## src/spi_regs_cfg.svh

```systemverilog
// build-wide sizes for the register bridge
// data width stays at 8 since every register travels in one SPI byte
// the address width must cover the register count
`ifndef SPI_REGS_CFG_SVH
`define SPI_REGS_CFG_SVH

// register payload width in bits
`define SPI_REGS_DATA_W 8
// register address width, also the low nibble of the SPI command byte
`define SPI_REGS_ADDR_W 4
// number of registers held by the bank
`define SPI_REGS_COUNT 16
// byte shifted back to the MCU while it sends a command byte
`define SPI_REGS_IDLE_REPLY 8'h01

`endif

```

## src/spi_regs_pkg.sv

```systemverilog
// shared request, response and AXI4-Lite channel types
// field widths follow the cfg header, AXI widths are fixed at 32 bits
`default_nettype none

`include "spi_regs_cfg.svh"

package spi_regs_pkg;

    // one register access, served in the cycle it is granted
    typedef struct packed {
        logic                        valid;
        logic                        write;
        logic [`SPI_REGS_ADDR_W-1:0] addr;
        logic [`SPI_REGS_DATA_W-1:0] wdata;
    } reg_req_t;

    // read result, valid exactly one cycle after the granted read request
    typedef struct packed {
        logic                        valid;
        logic [`SPI_REGS_DATA_W-1:0] rdata;
    } reg_rsp_t;

    // everything the AXI4-Lite master drives
    typedef struct packed {
        logic        awvalid;
        logic [31:0] awaddr;
        logic        wvalid;
        logic [31:0] wdata;
        logic [3:0]  wstrb;
        logic        bready;
        logic        arvalid;
        logic [31:0] araddr;
        logic        rready;
    } axil_req_t;

    // everything the AXI4-Lite slave drives back
    typedef struct packed {
        logic        awready;
        logic        wready;
        logic        bvalid;
        logic [1:0]  bresp;
        logic        arready;
        logic        rvalid;
        logic [31:0] rdata;
        logic [1:0]  rresp;
    } axil_rsp_t;

endpackage

`default_nettype wire

```

## src/spi_byte_slave.sv

```systemverilog
// SPI mode 0 byte slave, oversampled by clk through a two-flop synchronizer
// spi_clk period must be at least 8 clk cycles; spi_miso is driven low while spi_ss is high
`timescale 1ns/1ps
`default_nettype none

`include "spi_regs_cfg.svh"

module spi_byte_slave (
    input  logic       clk,
    input  logic       rst_n,
    input  logic       spi_clk,
    input  logic       spi_ss,
    input  logic       spi_mosi,
    input  logic [7:0] tx_byte,
    output logic       spi_miso,
    output logic [7:0] rx_byte,
    output logic       rx_valid,
    output logic       frame_start
);
    localparam logic [7:0] idle_reply = `SPI_REGS_IDLE_REPLY;

    logic [2:0] sclk_sr;
    logic [2:0] ss_sr;
    logic [1:0] mosi_sr;
    logic [2:0] bit_cnt;
    logic [7:0] rx_shift;
    logic [6:0] tx_shift;
    logic       byte_done;
    logic       sclk_rise;
    logic       sclk_fall;
    logic       ss_active;

    // edges come from the top two stages, so the first stage only synchronizes
    assign sclk_rise   = (sclk_sr[2:1] == 2'b01);
    assign sclk_fall   = (sclk_sr[2:1] == 2'b10);
    assign ss_active   = ~ss_sr[1];
    assign frame_start = (ss_sr[2:1] == 2'b10);

    // spi_ss resets to inactive so no frame start shows up out of reset
    always_ff @(posedge clk or negedge rst_n) begin
        if (!rst_n) begin
            sclk_sr <= 3'b000;
            ss_sr   <= 3'b111;
            mosi_sr <= 2'b00;
        end else begin
            sclk_sr <= {sclk_sr[1:0], spi_clk};
            ss_sr   <= {ss_sr[1:0], spi_ss};
            mosi_sr <= {mosi_sr[0], spi_mosi};
        end
    end

    always_ff @(posedge clk or negedge rst_n) begin
        if (!rst_n) begin
            bit_cnt   <= 3'd0;
            byte_done <= 1'b0;
            rx_valid  <= 1'b0;
            spi_miso  <= 1'b0;
        end else begin
            byte_done <= 1'b0;
            // one extra stage so rx_byte is captured together with the pulse
            rx_valid  <= byte_done;
            if (!ss_active) begin
                bit_cnt  <= 3'd0;
                spi_miso <= 1'b0;
            end else if (frame_start) begin
                // no falling edge precedes the first bit of a frame in mode 0
                spi_miso <= idle_reply[7];
            end else if (sclk_rise) begin
                bit_cnt   <= bit_cnt + 3'd1;
                byte_done <= (bit_cnt == 3'd7);
            end else if (sclk_fall) begin
                // bit_cnt wrapped to zero means the next byte starts here
                spi_miso <= (bit_cnt == 3'd0) ? tx_byte[7] : tx_shift[6];
            end
        end
    end

    always_ff @(posedge clk) begin
        if (ss_active && sclk_rise) begin
            rx_shift <= {rx_shift[6:0], mosi_sr[1]};
        end
        if (byte_done) begin
            rx_byte <= rx_shift;
        end
        // tx_shift holds the bits still to go after the one on spi_miso
        if (frame_start) begin
            tx_shift <= idle_reply[6:0];
        end else if (ss_active && sclk_fall) begin
            tx_shift <= (bit_cnt == 3'd0) ? tx_byte[6:0] : {tx_shift[5:0], 1'b0};
        end
    end

endmodule

`default_nettype wire

```

## src/spi_cmd_ctrl.sv

```systemverilog
// parses two-byte SPI frames into register requests
// bytes past the second in a frame are dropped until the next frame start
`timescale 1ns/1ps
`default_nettype none

`include "spi_regs_cfg.svh"

module spi_cmd_ctrl (
    input  logic                   clk,
    input  logic                   rst_n,
    input  logic [7:0]             rx_byte,
    input  logic                   rx_valid,
    input  logic                   frame_start,
    input  spi_regs_pkg::reg_rsp_t spi_rsp,
    output logic [7:0]             tx_byte,
    output spi_regs_pkg::reg_req_t spi_req
);
    typedef enum logic {
        st_cmd,
        st_data
    } state_t;

    state_t                      state;
    logic                        frame_done;
    logic                        cmd_write;
    logic [`SPI_REGS_ADDR_W-1:0] cmd_addr;
    logic [7:0]                  tx_q;

    // read data goes straight through in the response cycle, then tx_q holds it
    assign tx_byte = spi_rsp.valid ? spi_rsp.rdata : tx_q;

    always_ff @(posedge clk or negedge rst_n) begin
        if (!rst_n) begin
            state      <= st_cmd;
            frame_done <= 1'b0;
            spi_req    <= '0;
            tx_q       <= `SPI_REGS_IDLE_REPLY;
        end else begin
            // requests last a single cycle, the bank always grants SPI
            spi_req.valid <= 1'b0;
            if (frame_start) begin
                state      <= st_cmd;
                frame_done <= 1'b0;
                tx_q       <= `SPI_REGS_IDLE_REPLY;
            end else if (rx_valid && !frame_done) begin
                case (state)
                    st_cmd: begin
                        state <= st_data;
                        // a read goes out now so the data is ready for byte 2
                        if (!rx_byte[7]) begin
                            spi_req.valid <= 1'b1;
                            spi_req.write <= 1'b0;
                            spi_req.addr  <= rx_byte[`SPI_REGS_ADDR_W-1:0];
                        end
                    end
                    st_data: begin
                        state      <= st_cmd;
                        frame_done <= 1'b1;
                        tx_q       <= `SPI_REGS_IDLE_REPLY;
                        if (cmd_write) begin
                            spi_req.valid <= 1'b1;
                            spi_req.write <= 1'b1;
                            spi_req.addr  <= cmd_addr;
                            spi_req.wdata <= rx_byte;
                        end
                    end
                    default: state <= st_cmd;
                endcase
            end else if (spi_rsp.valid) begin
                tx_q <= spi_rsp.rdata;
            end
        end
    end

    // the command is kept for the data byte of a write
    always_ff @(posedge clk) begin
        if (rx_valid && state == st_cmd && !frame_done) begin
            cmd_write <= rx_byte[7];
            cmd_addr  <= rx_byte[`SPI_REGS_ADDR_W-1:0];
        end
    end

endmodule

`default_nettype wire

```

## src/axil_reg_port.sv

```systemverilog
// AXI4-Lite slave into the register bank, one transaction at a time, always OKAY
// only byte lane 0 is written; a write with wstrb[0] clear completes without effect
`timescale 1ns/1ps
`default_nettype none

`include "spi_regs_cfg.svh"

module axil_reg_port (
    input  logic                    clk,
    input  logic                    rst_n,
    input  spi_regs_pkg::axil_req_t axil_req,
    input  spi_regs_pkg::reg_rsp_t  axi_rsp,
    input  logic                    axi_grant,
    output spi_regs_pkg::axil_rsp_t axil_rsp,
    output spi_regs_pkg::reg_req_t  axi_req
);
    typedef enum logic [2:0] {
        st_idle,
        st_wr_req,
        st_wr_resp,
        st_rd_req,
        st_rd_wait,
        st_rd_resp
    } state_t;

    state_t                      state;
    logic                        aw_ready_q;
    logic                        w_ready_q;
    logic                        ar_ready_q;
    logic                        aw_full;
    logic                        w_full;
    logic                        ar_full;
    logic [`SPI_REGS_ADDR_W-1:0] aw_addr_q;
    logic [`SPI_REGS_ADDR_W-1:0] ar_addr_q;
    logic [`SPI_REGS_DATA_W-1:0] w_data_q;
    logic                        w_lane0_q;
    logic [`SPI_REGS_DATA_W-1:0] r_data_q;
    logic                        aw_hs;
    logic                        w_hs;
    logic                        ar_hs;

    assign aw_hs = axil_req.awvalid && aw_ready_q;
    assign w_hs  = axil_req.wvalid && w_ready_q;
    assign ar_hs = axil_req.arvalid && ar_ready_q;

    always_ff @(posedge clk or negedge rst_n) begin
        if (!rst_n) begin
            state      <= st_idle;
            aw_ready_q <= 1'b0;
            w_ready_q  <= 1'b0;
            ar_ready_q <= 1'b0;
            aw_full    <= 1'b0;
            w_full     <= 1'b0;
            ar_full    <= 1'b0;
        end else begin
            // ready is a one-cycle answer to valid and stays low while the slot is held
            aw_ready_q <= axil_req.awvalid && !aw_ready_q && !aw_full;
            w_ready_q  <= axil_req.wvalid && !w_ready_q && !w_full;
            ar_ready_q <= axil_req.arvalid && !ar_ready_q && !ar_full;
            if (aw_hs) aw_full <= 1'b1;
            if (w_hs) w_full <= 1'b1;
            if (ar_hs) ar_full <= 1'b1;
            case (state)
                // a complete write wins over a pending read
                st_idle: begin
                    if (aw_full && w_full) begin
                        state <= w_lane0_q ? st_wr_req : st_wr_resp;
                    end else if (ar_full) begin
                        state <= st_rd_req;
                    end
                end
                st_wr_req:  if (axi_grant) state <= st_wr_resp;
                st_wr_resp: begin
                    if (axil_req.bready) begin
                        state   <= st_idle;
                        aw_full <= 1'b0;
                        w_full  <= 1'b0;
                    end
                end
                st_rd_req:  if (axi_grant) state <= st_rd_wait;
                st_rd_wait: if (axi_rsp.valid) state <= st_rd_resp;
                st_rd_resp: begin
                    if (axil_req.rready) begin
                        state   <= st_idle;
                        ar_full <= 1'b0;
                    end
                end
                default: state <= st_idle;
            endcase
        end
    end

    // word address sits above the two byte-offset bits
    always_ff @(posedge clk) begin
        if (aw_hs) aw_addr_q <= axil_req.awaddr[`SPI_REGS_ADDR_W+1:2];
        if (ar_hs) ar_addr_q <= axil_req.araddr[`SPI_REGS_ADDR_W+1:2];
        if (w_hs) begin
            w_data_q  <= axil_req.wdata[`SPI_REGS_DATA_W-1:0];
            w_lane0_q <= axil_req.wstrb[0];
        end
        if (state == st_rd_wait && axi_rsp.valid) r_data_q <= axi_rsp.rdata;
    end

    // the request holds steady in its state until the bank grants it
    always_comb begin
        axi_req.valid = (state == st_wr_req) || (state == st_rd_req);
        axi_req.write = (state == st_wr_req);
        axi_req.addr  = (state == st_wr_req) ? aw_addr_q : ar_addr_q;
        axi_req.wdata = w_data_q;
    end

    always_comb begin
        axil_rsp.awready = aw_ready_q;
        axil_rsp.wready  = w_ready_q;
        axil_rsp.bvalid  = (state == st_wr_resp);
        axil_rsp.bresp   = 2'b00;
        axil_rsp.arready = ar_ready_q;
        axil_rsp.rvalid  = (state == st_rd_resp);
        axil_rsp.rdata   = {{(32 - `SPI_REGS_DATA_W){1'b0}}, r_data_q};
        axil_rsp.rresp   = 2'b00;
    end

endmodule

`default_nettype wire

```

## src/reg_bank.sv

```systemverilog
// register storage shared by the SPI and AXI ports, SPI has fixed priority
// an AXI request waits as long as SPI requests keep arriving back to back
`timescale 1ns/1ps
`default_nettype none

`include "spi_regs_cfg.svh"

module reg_bank (
    input  logic                   clk,
    input  logic                   rst_n,
    input  spi_regs_pkg::reg_req_t spi_req,
    input  spi_regs_pkg::reg_req_t axi_req,
    output spi_regs_pkg::reg_rsp_t spi_rsp,
    output spi_regs_pkg::reg_rsp_t axi_rsp,
    output logic                   axi_grant
);
    import spi_regs_pkg::*;

    reg_req_t                    sel;
    logic [`SPI_REGS_DATA_W-1:0] regs [`SPI_REGS_COUNT];
    logic [`SPI_REGS_DATA_W-1:0] rd_data_q;
    logic                        spi_rd_q;
    logic                        axi_rd_q;

    // the MCU cannot be stalled, so the AXI side only gets idle SPI cycles
    assign axi_grant = !spi_req.valid;
    assign sel       = spi_req.valid ? spi_req : axi_req;

    // registers come up zeroed so reads after reset are defined
    always_ff @(posedge clk or negedge rst_n) begin
        if (!rst_n) begin
            for (int i = 0; i < `SPI_REGS_COUNT; i++) begin
                regs[i] <= '0;
            end
        end else if (sel.valid && sel.write) begin
            regs[sel.addr] <= sel.wdata;
        end
    end

    // the response flag follows the port that won this cycle
    always_ff @(posedge clk or negedge rst_n) begin
        if (!rst_n) begin
            spi_rd_q <= 1'b0;
            axi_rd_q <= 1'b0;
        end else begin
            spi_rd_q <= spi_req.valid && !spi_req.write;
            axi_rd_q <= axi_grant && axi_req.valid && !axi_req.write;
        end
    end

    // only one read per cycle, so both ports share one data register
    always_ff @(posedge clk) begin
        if (sel.valid && !sel.write) begin
            rd_data_q <= regs[sel.addr];
        end
    end

    assign spi_rsp.valid = spi_rd_q;
    assign spi_rsp.rdata = rd_data_q;
    assign axi_rsp.valid = axi_rd_q;
    assign axi_rsp.rdata = rd_data_q;

endmodule

`default_nettype wire

```

## src/spi_reg_bridge_top.sv

```systemverilog
// register bank reachable from an SPI mode 0 slave port and an AXI4-Lite slave port
// spi_clk must run at most at clk / 8
`timescale 1ns/1ps
`default_nettype none

module spi_reg_bridge_top (
    input  logic                    clk,
    input  logic                    rst_n,
    input  logic                    spi_clk,
    input  logic                    spi_ss,
    input  logic                    spi_mosi,
    output logic                    spi_miso,
    input  spi_regs_pkg::axil_req_t axil_req,
    output spi_regs_pkg::axil_rsp_t axil_rsp
);
    import spi_regs_pkg::*;

    logic [7:0] rx_byte;
    logic       rx_valid;
    logic       frame_start;
    logic [7:0] tx_byte;
    reg_req_t   spi_req;
    reg_rsp_t   spi_rsp;
    reg_req_t   axi_req;
    reg_rsp_t   axi_rsp;
    logic       axi_grant;

    // SPI pins to bytes
    spi_byte_slave spi_byte_slave_inst (
        .clk         (clk),
        .rst_n       (rst_n),
        .spi_clk     (spi_clk),
        .spi_ss      (spi_ss),
        .spi_mosi    (spi_mosi),
        .tx_byte     (tx_byte),
        .spi_miso    (spi_miso),
        .rx_byte     (rx_byte),
        .rx_valid    (rx_valid),
        .frame_start (frame_start)
    );

    // bytes to register requests
    spi_cmd_ctrl spi_cmd_ctrl_inst (
        .clk         (clk),
        .rst_n       (rst_n),
        .rx_byte     (rx_byte),
        .rx_valid    (rx_valid),
        .frame_start (frame_start),
        .spi_rsp     (spi_rsp),
        .tx_byte     (tx_byte),
        .spi_req     (spi_req)
    );

    axil_reg_port axil_reg_port_inst (
        .clk       (clk),
        .rst_n     (rst_n),
        .axil_req  (axil_req),
        .axi_rsp   (axi_rsp),
        .axi_grant (axi_grant),
        .axil_rsp  (axil_rsp),
        .axi_req   (axi_req)
    );

    reg_bank reg_bank_inst (
        .clk       (clk),
        .rst_n     (rst_n),
        .spi_req   (spi_req),
        .axi_req   (axi_req),
        .spi_rsp   (spi_rsp),
        .axi_rsp   (axi_rsp),
        .axi_grant (axi_grant)
    );

endmodule

`default_nettype wire

```

## config.mk

```make
export PLATFORM = sky130hd
export DESIGN_NAME = spi_reg_bridge_top
export DESIGN_NICKNAME = d
export VERILOG_FILES = /design/src/spi_regs_pkg.sv /design/src/spi_byte_slave.sv /design/src/spi_cmd_ctrl.sv /design/src/axil_reg_port.sv /design/src/reg_bank.sv /design/src/spi_reg_bridge_top.sv
export VERILOG_INCLUDE_DIRS = /design/src /design/src/src
export SDC_FILE = /design/constraint.sdc
export NUM_CORES = 1
export LEC_CHECK = 0
export BUFFER_PORTS_ARGS = -buffer_cell sky130_fd_sc_hd__buf_2
export CAP_MARGIN = 20
export CORE_MARGIN = 3
export CORE_UTILIZATION = 41
export CTS_BUF_LIST = sky130_fd_sc_hd__clkbuf_4 sky130_fd_sc_hd__clkbuf_8
export CTS_CLUSTER_SIZE = 24
export DETAILED_ROUTE_END_ITERATION = 8
export REMOVE_ABC_BUFFERS = 1
export SYNTH_ARGS = -nofsm -noshare
export SYNTH_HDL_FRONTEND = slang
export SYNTH_SLANG_ARGS = --single-unit
```

## constraint.sdc

```tcl
create_clock -name clk -period 3.4 [get_ports clk]
set_input_delay 0.17 -clock clk [delete_from_list [all_inputs] [get_ports clk]]
set_output_delay 0.17 -clock clk [all_outputs]
set_load 0.01 [all_outputs]
```

==> results of run 1 <==
sequential cells by signal, summed over array words and instances (netlist names), 4 cells and up:
| signal | flops |
|---|---|
| spi_byte_slave_inst.rx_shift | 8 |
| axil_reg_port_inst.ar_addr_q | 4 |
| reg_bank_inst.regs | 128 |
| axil_reg_port_inst.r_data_q | 8 |
| axil_reg_port_inst.w_data_q | 8 |
| reg_bank_inst.rd_data_q | 8 |
| spi_cmd_ctrl_inst.spi_req | 14 |
| spi_cmd_ctrl_inst.cmd_addr | 4 |
| spi_byte_slave_inst.tx_shift | 7 |
| spi_byte_slave_inst.rx_byte | 8 |
| axil_reg_port_inst.aw_addr_q | 4 |
| spi_cmd_ctrl_inst.tx_q | 8 |
area by class of cell:
class	instances	area [um^2]
fillers	2328	12950
multi-input cells	617	4004
repair buffers	95	759.5
clock inverters	16	186.4
clock buffers	62	765.7
flip-flops and latches	238	6196
well taps	330	412.9
inverters	14	52.55
where the power goes:
group / internal [uW] / switching (uW) / leakage [uW] / total (uW)
logic: 86.7 / 170 / 0.00211 / 257
registers: 2950 / 21.2 / 0.00298 / 2970
clock network: 1760 / 1170 / 0.000501 / 2930
cell usage in the layout, fill, tap and decap left out, types with 23 or more instances in the layout:
cell type and instances:
clkbuf_8 48, edfxtp_1 54, nor2_1 61, a21oi_1 78, buf_4 23, dlygate4sd3_1 26
o21ai_0 49, and3_1 43, mux2_2 58, a211oi_1 47, nand2_1 106, buf_2 39
dfrtp_1 173, conb_1 28
path summary, 6_finish.rpt:
| path | from | to | slack [ns] |
|---|---|---|---|
| max in group asynchronous | rst_n | spi_byte_slave_inst.ss_sr[0] | 2.15 |
| min in group clk | spi_mosi | spi_byte_slave_inst.mosi_sr[0] | 0.28 |
| hold reg to reg | spi_byte_slave_inst.mosi_sr[0] | spi_byte_slave_inst.mosi_sr[1] | 0.35 |
| hold / removal | rst_n | reg_bank_inst.regs[63] | 0.28 |
| setup / recovery | axil_reg_port_inst.state[2] | reg_bank_inst.regs[19] | 0.26 |
| setup reg to reg | axil_reg_port_inst.state[2] | reg_bank_inst.regs[19] | 0.26 |
metrics by stage:
stage | util (%) | setup WS (ns) | instances | area, um^2
after floorplan | - | -0.7826 | 869 | 10240
after global placement | 44.08 | 0.2612 | 1268 | 11160
after detailed placement | 44.08 | 0.2788 | 1268 | 11160
after CTS | 48.87 | 0.2588 | 1372 | 12380
after global routing | 48.87 | 0.07507 | 1372 | 12380
final | 48.87 | 0.2553 | 1372 | 12380
critical path, delay by kind of cell, from the launching register on:
family	cells	cell delay [ns]
and+or+nand+nor	4	1.86
DFF	1	0.45
muxes	1	0.34
buffers and inverters	1	0.25
AOI/OAI and AO/OA	1	0.06
layer usage:
| layer | global-route usage [%] | part of all wire, % | up-vias |
|---|---|---|---|
| met1 | 25.95 | 47 | 3520 |
| met3 | 3.116 | 4.9 | 36 |
| li1 | - | - | 3438 |
| met5 | 0 | 0 | - |
| met2 | 27.98 | 46 | 200 |
| met4 | 5.165 | 1.9 | 0 |
kinds of logic after synthesis:
group / after synthesis / share of synthesized area, %
simple gates: 262 / 11.87
flops: 238 / 58.22
compound gates: 226 / 13.54
buf+inv: 103 / 5.196
mux: 96 / 10.62
fa+ha+maj: 3 / 0.3527
xor+xnor: 2 / 0.1646
other cells: 1 / 0.03524
what timing repair did:
action                                  4_1_cts  5_1_grt
hold buffers                                 26        0
setup buffers                                 0        0
endpoints found under the setup margin        0        0
endpoints found under the hold margin       105        0
==> summary.md, run 1 <==
| Metric | Value |
|---|---|
| CP Cell Sequence | `or3b_1 > mux2i_4 > nand2_2 > buf_12 > or4_1 > nand2_1 > o21ai_2` |
| WP data arrival | `3.53 ns` |
| Seq/Total Area, Yosys | `58.22%` |
| Syn. warnings | `0` |
| Core area | `0.02533 mm^2` |
| Status | `finished clean` |
| RSZ-0062 raised after global routing | `no` |
| Tmin final | `3.145 ns` |
| Yosys cell types | `57` |
| Synth Cell Area | `0.01064 mm^2` |
| Leading area contributor after synthesis | `dfrtp_1` |
| Area share of the largest cell type after synthesis | `40.68%` |
| Resized Gates After CTS | `0` |
| DIE HEIGHT | `167.1 um` |
| Post-synth EDFFs | `54` |
| GPL Wtd Cong | `0.7584` |
| Share of cells above drive strength 1 | `23.03%` |
| Most common cell in the netlist | `dfrtp_1` |
| Clock skew | `0.01349 ns` |
| Initial DRC count | `394` |
| Max cap viols | `0` |
| Pwr/cell area | `497.4 mW/mm^2` |
| Reg2Reg Depth | `7` |
| Initial antenna violation count | `0` |
| Clock root cell | `clkbuf_8` |
| Most frequent cells after synthesis | `dfrtp_1 (173), nand2_1 (106), a21oi_1 (78), nor2_1 (61), mux2_2 (58)` |
| Antenna-violating nets left | `0` |
| Final setup TNS | `0 ns` |
| All-Layer GR Usage | `17.92%` |
| Final-report hold violation count | `0` |
| Critical path type | `reg2reg` |
| HPWL Detailed | `16010 um` |
| Rows | `58` |
| Number of buffers added on ports | `40` |
| Total power | `6156 uW` |
| Setup-failing EPs final | `0` |
| Die Area | `0.02793 mm^2` |
| Die width | `167.1 um` |
| Crit start category | `flip-flop` |
| CP Max Fanout | `29` |
| TritonCTS Sinks | `238` |
| Crit path max-delay cell type | `or4_1` |
| Residual DRC | `0` |
| Vias in the first global route | `7350` |
| Num CTS Buffers | `42` |
| Fmax | `318.0 MHz` |
| Via count | `7194` |
| CP Capture Type | `flip-flop` |
| Total congestion overflow | `0` |
| First-pass GRT wire length | `40410 um` |
| Via/cell ratio | `5.243` |
| Ports | `152` |
| Initial Util | `42.02%` |
| Layout net count | `1121` |
| CTS tree | `done` |
| Crit share post-route | `92.49%` |
| Pleak | `0.005589 uW` |
| Fin. max-slew vios | `0` |
| Seq cells post-synth | `238` |
| Relative slew slack | `36.71%` |
| Pin count of the biggest net entering global routing | `81` |
| Top cells by area, synth | `dfrtp_1 (41%), edfxtp_1 (15%), mux2_2 (6.1%)` |
| WL final | `24470 um` |
| Synthesized instance count | `931` |
| Number of inserted diodes | `0` |
| Top_reg_cell synth | `dfrtp_1` |
| Worst-margin pin slew | `0.9229 ns` |
| WHS | `0.2782 ns` |
| Pre-antenna DRT Iters | `5` |
| Layout area overhead | `16.29%` |
| Async set-reset flop share out of synthesis | `74.37%` |
| Clock slew at reported path FFs | `0.06 ns` |
| Post-Syn Area per Cell | `11.43 um^2` |
| VDD IR max | `0.3846 mV` |
| CTS HTree Levels | `2` |
| CP max stage delay | `0.84 ns` |
| Max Root-Sink Buffers | `3` |
| Hold Path Class | `in2async` |
| CP Data Required Time | `3.79 ns` |
| Routed WL per cell | `17.84 um` |
| Clk Latency, worst-skew pair | `0.54 ns` |
Note: power is estimated with default switching activity, not from simulation.
==> run 2, diff against run 1 <==
Settings changed: SYNTH_HIERARCHICAL set to 1.
==> summary.md, run 2 <==
| Metric | Value |
|---|---|
| Final setup TNS | `0 ns (unchanged)` |
| Pwr/cell area | `644.3 mW/mm^2 (+30%)` |
| Ports | `152 (unchanged)` |
| Area occupied by registers | `0.006196 mm^2 (unchanged)` |
| Core area | `0.02725 mm^2 (+7.6%)` |
| Die Area | `0.03005 mm^2 (+7.6%)` |
| Antenna-violating nets left | `0 (unchanged)` |
| WP data arrival | `3.42 ns (-0.11 ns)` |
| R2R Path Start | `axil_reg_port_inst/state[0]` |
| Commonest non-fill, non-tap cell in the layout | `dfrtp_1` |
| CP Capture Type | `flip-flop` |
| Fmax | `313.1 MHz (-1.5%)` |
| HPWL Detailed | `16360 um (+2.2%)` |
| Crit share post-route | `93.93% (+1.4 points)` |
| Setup-failing EPs final | `0 (unchanged)` |
| Clock root cell | `clkbuf_8` |
| GPL Wtd Cong | `0.7807 (+2.9%)` |
| RSZ-0062 raised after global routing | `no` |
| Largest regs | `reg_bank_inst/regs x128, spi_cmd_ctrl_inst/spi_req x14` |
| Total power | `8440 uW (+37%)` |
| CP Max Fanout | `16 (-45%)` |
| Layout net count | `1062 (-5.3%)` |
| CTS tree | `done` |
| Most frequent cells after synthesis | `dfrtp_1 (173), mux2_2 (146), nand2_1 (86), edfxtp_1 (54), buf_4 (47)` |
| Num CTS Buffers | `42 (unchanged)` |
| Via/cell ratio | `5.255 (+0.21%)` |
| Share of cells above drive strength 1 | `36.87% (+14 points)` |
| First-pass GRT wire length | `40590 um (+0.43%)` |
| Met2 Use GR | `25.91% (-2.1 points)` |
| Rows | `60 (+3.4%)` |
| Routed WL per cell | `18.77 um (+5.2%)` |
| Area share of the largest cell type after synthesis | `37.70% (-3.0 points)` |
| Top cells by area, synth | `dfrtp_1 (38%), mux2_2 (14%), edfxtp_1 (14%)` |
| Clock skew | `0.02386 ns (+0.01038 ns)` |
| Number of flip-flops in the largest register | `128 (unchanged)` |
| Yosys cell types | `65 (+14%)` |
| Layout area overhead | `14.08%` |
| Most frequent cells in the layout | `dfrtp_1 (173), mux2_2 (146), nand2_1 (86)` |
| CP Data Required Time | `3.63 ns (-0.16 ns)` |
| # Post-CTS Setup Buffers | `0 (unchanged)` |
| CP Launch Point | `axil_reg_port_inst/state[0]` |
| Clk Latency, worst-skew pair | `0.55 ns (about the same)` |
| Synthesized instance count | `868 (-6.8%)` |
| Via count | `7099 (-1.3%)` |
| TritonCTS Sinks | `238 (unchanged)` |
| Top_reg_cell synth | `dfrtp_1` |
| Pre-antenna DRT Iters | `5 (unchanged)` |
| Post-synth EDFFs | `54 (unchanged)` |
| Initial Util | `42.13% (+0.11 points)` |
| All-Layer GR Usage | `16.93% (-0.99 points)` |
| Async set-reset flop share out of synthesis | `74.37% (unchanged)` |
| Initial DRC count | `466 (+18%)` |
| Global routing usage on met3 | `3.438% (+0.32 points)` |
| Relative slew slack | `40.75% (+4.0 points)` |
| Post-Syn Area per Cell | `13.23 um^2 (+16%)` |
| Die width | `173.4 um (+3.7%)` |
| FF-to-FF setup slack | `0.21 ns (-0.05 ns)` |
| Area of the multi-input gates | `0.004647 mm^2 (+16%)` |
| Leading area contributor after synthesis | `dfrtp_1` |
| Top Usage Layer GRT | `met2` |
| DIE HEIGHT | `173.4 um (+3.7%)` |
| Vias in the first global route | `7160 (-2.6%)` |
| Tmin final | `3.193 ns (+0.04880 ns)` |
| Pin count of the biggest net entering global routing | `85 (+4.9%)` |
| Fin. max-slew vios | `0 (unchanged)` |
| Max Root-Sink Buffers | `3 (unchanged)` |
| Most common cell in the netlist | `dfrtp_1` |
| CTS HTree Levels | `2 (unchanged)` |
| Crit start category | `flip-flop` |
| Total congestion overflow | `0 (unchanged)` |
| Most flop-heavy register | `reg_bank_inst/regs` |
| Max cap viols | `0 (unchanged)` |
| Number of inserted diodes | `0 (unchanged)` |
| Seq cells post-synth | `238 (unchanged)` |
| WL final | `25360 um (+3.6%)` |
| Synth Cell Area | `0.01148 mm^2 (+7.9%)` |
| Hold Path Class | `in2async` |
| Residual DRC | `0 (unchanged)` |
| Fillers | `2416 (+3.8%)` |
| VDD IR max | `0.3137 mV (-18%)` |
| Syn. warnings | `6 (+6)` |
| Pleak | `0.005632 uW (+0.76%)` |
| Clock slew at reported path FFs | `0.06 ns (about the same)` |
| Worst-margin pin slew | `0.8870 ns (-0.03598 ns)` |
| Final core utilization | `48.07% (-0.80 points)` |
| Final-report hold violation count | `0 (unchanged)` |
| Initial antenna violation count | `0 (unchanged)` |
| Met1 Usage GRT | `23.99% (-2.0 points)` |
| Number of buffers added on ports | `40 (unchanged)` |
| Critical path type | `reg2reg` |
| Status | `finished clean` |
| Seq/Total Area, Yosys | `53.96% (-4.3 points)` |
[run 2: metrics by stage]
stage,setup slack [ns],hold WS (ns),area (um^2),cells
2_1_floorplan,0.1972,-0.1256,10960,800
3_3_place_gp,0.2648,0.2753,11980,1250
3_5_place_dp,0.2662,0.2768,11980,1250
4_1_cts,0.2435,0.2257,13090,1350
5_1_grt,0.09197,0.2522,13100,1351
6_report,0.2065,0.2618,13100,1351
[run 2: kinds of logic (layout without fill, tap and decap cells)]
kind of cell / count (synthesis) / count (layout) / share of synthesized area, %
AND/OR/NAND/NOR: 187 / 187 / 9.753
AO/OA/AOI/OAI: 126 / 126 / 9.698
adder cells (fa/ha/maj): 3 / 3 / 0.3269
XOR/XNOR: 1 / 1 / 0.07629
flip-flops: 238 / 238 / 53.96
buffers and inverters: 126 / 210 / 6.451
multiplexers: 186 / 186 / 19.70
other: 1 / 28 / 0.03266
[run 2: metal layers]
layer	wire length [um]	share of wire, %
met5	0	0
met4	552	2.2
met3	1395	5.5
met2	11610	46
met1	11800	47
[run 2: power breakdown]
part | internal (uW) | leakage (uW) | total, uW | switching [uW]
Sequential | 3590 | 0.00296 | 3970 | 383
Combinational | 901 | 0.00221 | 1830 | 927
Clock | 1530 | 0.000460 | 2640 | 1110
Total | 6020 | 0.00563 | 8440 | 2420
[run 2: final timing paths]
path | cells after the start | endpoint
max | 9 | reg_bank_inst/rd_data_q[1]
min | 2 | reg_bank_inst/regs[28]
max reg2reg | 9 | reg_bank_inst/rd_data_q[1]
min reg2reg | 0 | spi_byte_slave_inst/mosi_sr[1]
max in group asynchronous | 3 | axil_reg_port_inst/state[2]
min in group clk | 2 | spi_byte_slave_inst/sclk_sr[0]
[run 2: critical path: stages (launching register included)]
cell and delay (ns):
dfrtp_1 0.48, inv_2 0.11, nor3_4 0.37, mux2_2 0.45, nor3_2 0.08, buf_4 0.21, o21a_1 0.20, o41ai_1 0.56
buf_4 0.22, nand4_1 0.18
[run 2: final cells by class]
cell class	instances	share of cell area, %
repair buffers	105	6.257
inverters	31	0.8883
clock buffers	70	6.304
multi-input cells	531	35.48
clock inverters	4	0.2197
well taps	372	3.553
flip-flops and latches	238	47.30
[run 2: repair_timing]
| action | CTS | global route |
|---|---|---|
| endpoints found under the hold margin | 107 | 0 |
| hold buffers | 26 | 0 |
| endpoints found under the setup margin | 0 | 0 |
| resized for setup | 0 | 0 |
==> run 3, diff against run 2 <==
Settings changed: CORE_UTILIZATION 41 to 55, PLACE_DENSITY set to 0.77.
==> summary.md, run 3 (synthesis gave the netlist of run 2 again) <==
| Metric | Value |
|---|---|
| Status | `finished clean` |
| Clk Latency, worst-skew pair | `0.53 ns (-0.02 ns)` |
| Setup-failing EPs final | `0 (unchanged)` |
| WL final | `24640 um (-2.9%)` |
| RSZ-0062 raised after global routing | `no` |
| Crit start category | `flip-flop` |
| Rows | `52 (-13%)` |
| Worst-margin pin slew | `0.9216 ns (+0.03468 ns)` |
| Post-DP Area | `0.01182 mm^2 (-1.3%)` |
| CP Max Fanout | `19 (+3)` |
| Number of buffers added on ports | `40 (unchanged)` |
| Crit path max-delay cell type | `dfrtp_1` |
| Commonest non-fill, non-tap cell in the layout | `dfrtp_1` |
| Tmin final | `3.033 ns (-0.1609 ns)` |
| Number of inserted diodes | `0 (unchanged)` |
| Pwr/cell area | `655.9 mW/mm^2 (+1.8%)` |
| Max cap viols | `0 (unchanged)` |
| CTS tree | `done` |
| First-pass GRT wire length | `39350 um (-3.0%)` |
| R2R Path Start | `axil_reg_port_inst/state[1]` |
| Antenna-violating nets left | `0 (unchanged)` |
| Pleak | `0.005596 uW (-0.64%)` |
| CP max stage delay | `0.46 ns (-0.10 ns)` |
| Hold Path Class | `in2async` |
| CTS HTree Levels | `2 (unchanged)` |
| Relative slew slack | `38.43% (-2.3 points)` |
| CP Cell Sequence | `nor3_4 > mux2_2 > buf_4 > mux2_2 > buf_12 > mux4_2 > nand2_1 > nand4_1` |
| Clock skew | `0.02033 ns (-0.003536 ns)` |
| DIE HEIGHT | `150.5 um (-13%)` |
| HPWL Detailed | `15510 um (-5.2%)` |
| Comb pwr share | `22.0% (+0.3 points)` |
| Fillers | `1495 (-38%)` |
| Routed WL per cell | `19.87 um (+5.8%)` |
| Initial DRC count | `542 (+16%)` |
| WP data arrival | `3.24 ns (-0.18 ns)` |
| Layout net count | `1053 (-0.85%)` |
| TritonCTS Sinks | `238 (unchanged)` |
| Fin. max-slew vios | `0 (unchanged)` |
| Pre-antenna DRT Iters | `5 (unchanged)` |
| All-Layer GR Usage | `22.19% (+5.3 points)` |
| FF-to-FF setup slack | `0.37 ns (+0.16 ns)` |
| Total power | `8492 uW (+0.62%)` |
| Fmax | `329.8 MHz (+5.3%)` |
| Layout area overhead | `12.75%` |
| Reg2Reg Depth | `8 (-1)` |
| WHS | `0.1823 ns (-0.07954 ns)` |
| Internal | `6060 uW (+0.74%)` |
| Final Non-Filler Cells | `1240 (-8.2%)` |
| Most flop-heavy register | `reg_bank_inst/regs` |
| Ports | `152 (unchanged)` |
| Clock share of power | `31.4% (about the same)` |
| Num CTS Buffers | `39 (-7.1%)` |
| Sequential power share | `46.6% (-0.4 points)` |
| Share of cells above drive strength 1 | `35.88% (-1.0 points)` |
| CP dominant cell by count | `mux2_2` |
| Largest regs | `reg_bank_inst/regs x128, spi_cmd_ctrl_inst/spi_req x14` |
| Design area | `0.01295 mm^2 (-1.2%)` |
| Total congestion overflow | `0 (unchanged)` |
| Final setup TNS | `0 ns (unchanged)` |
| Pin count of the biggest net entering global routing | `60 (-29%)` |
| Number of flip-flops in the largest register | `128 (unchanged)` |
| # Post-CTS Setup Buffers | `0 (unchanged)` |
| Met1 WL | `10800 um (-8.4%)` |
| Clock root cell | `clkbuf_8` |
| Vias in the first global route | `7326 (+2.3%)` |
| Max Root-Sink Buffers | `3 (unchanged)` |
| Die Area | `0.02265 mm^2 (-25%)` |
| Net Sw Power | `2432 uW (+0.31%)` |
| CP Data Required Time | `3.61 ns (-0.02 ns)` |
| Die width | `150.5 um (-13%)` |
| CP Capture Type | `flip-flop` |
| Initial antenna violation count | `0 (unchanged)` |
| Via count | `7224 (+1.8%)` |
| Switch share | `28.64% (-0.086 points)` |
| Final-report hold violation count | `0 (unchanged)` |
| Critical path type | `reg2reg` |
| Met2 wire length | `11910 um (+2.5%)` |
| Residual DRC | `0 (unchanged)` |
| Max layer used | `met4` |
| Reg2reg end | `reg_bank_inst/rd_data_q[5]` |
| Crit share post-route | `89.19% (-4.7 points)` |
| Initial Util | `56.38% (+14 points)` |
| WL met3 | `1283 um (-8.0%)` |
| Via/cell ratio | `5.826 (+11%)` |
| VDD IR max | `0.5091 mV (+62%)` |
| Clock slew at reported path FFs | `0.06 ns (about the same)` |
| Core area | `0.02036 mm^2 (-25%)` |
| GPL Wtd Cong | `0.8333 (+6.7%)` |
| Most frequent cells in the layout | `dfrtp_1 (173), mux2_2 (146), nand2_1 (86)` |
| Dpl cells | `1142 (-8.6%)` |
==> run 3: cell count changes in the layout (fill, tap and decap cells not counted), moves of 3 or more <==
cell       change
buf_4          -8
clkbuf_4       -8
clkinv_2       +3
clkbuf_8       -4
clkinv_1       +4
bufinv_16      +3
==> run 3: area by class of cell <==
type	instances	area, um^2	area share, %
clock buffers	57	703.2	5.432
well taps	270	337.8	2.609
inverters	31	116.4	0.8988
multi-input cells	531	4653	35.94
clock inverters	14	146.4	1.131
flip-flops and latches	238	6196	47.86
repair buffers	99	793.3	6.127
==> run 3: repair_timing <==
| item | 4_1_cts | 5_1_grt |
|---|---|---|
| hold buffers | 26 | 0 |
| resized for setup | 0 | 1 |
| endpoints found under the setup margin | 0 | 9 |
| hold endpoints to repair | 81 | 0 |
==> run 3: power by group through the flow <==
stage               Combinational [uW]  Sequential (uW)  Clock [uW]
floorplan                         1290             3900           0
detailed placement                1830             4000           0
global route                      2030             4030        2850
finish                            1870             3960        2670
CTS                               1860             3950        2710
global placement                  1780             3960           0
==> run 3: per-layer routing <==
metal / up-vias / GRT usage [%]
met4: 0 / 8.326
li1: 3275 / -
met5: - / 0
met2: 243 / 35.57
met3: 50 / 3.703
met1: 3656 / 30.66
==> run 3: stage by stage <==
stage / worst slack (ns) / utilization, %
after CTS: 0.1055 / 63.50
after floorplan: 0.1972 / -
after detailed placement: 0.1201 / 58.05
final: 0.3674 / 63.57
after global routing: 0.2493 / 63.57
after global placement: 0.1748 / 58.00
==> run 3: worst max-delay path by stage <==
stage | from | end | slack (ns)
after floorplan | axil_reg_port_inst/state[0] | reg_bank_inst/rd_data_q[0] | 0.20
after global placement | axil_reg_port_inst/state[1] | reg_bank_inst/regs[24] | 0.17
after detailed placement | axil_reg_port_inst/state[1] | reg_bank_inst/regs[124] | 0.12
after CTS | axil_reg_port_inst/state[1] | reg_bank_inst/regs[24] | 0.11
after global routing | axil_reg_port_inst/state[1] | reg_bank_inst/regs[122] | 0.25
final | axil_reg_port_inst/state[1] | reg_bank_inst/rd_data_q[5] | 0.37
==> run 3: worst max-delay path: cells and delay by family (launching register included) <==
kind | cells | cell delay (ns)
multiplexers | 3 | 1.19
AND/OR/NAND/NOR | 3 | 0.64
flip-flops | 1 | 0.46
buffers and inverters | 2 | 0.41
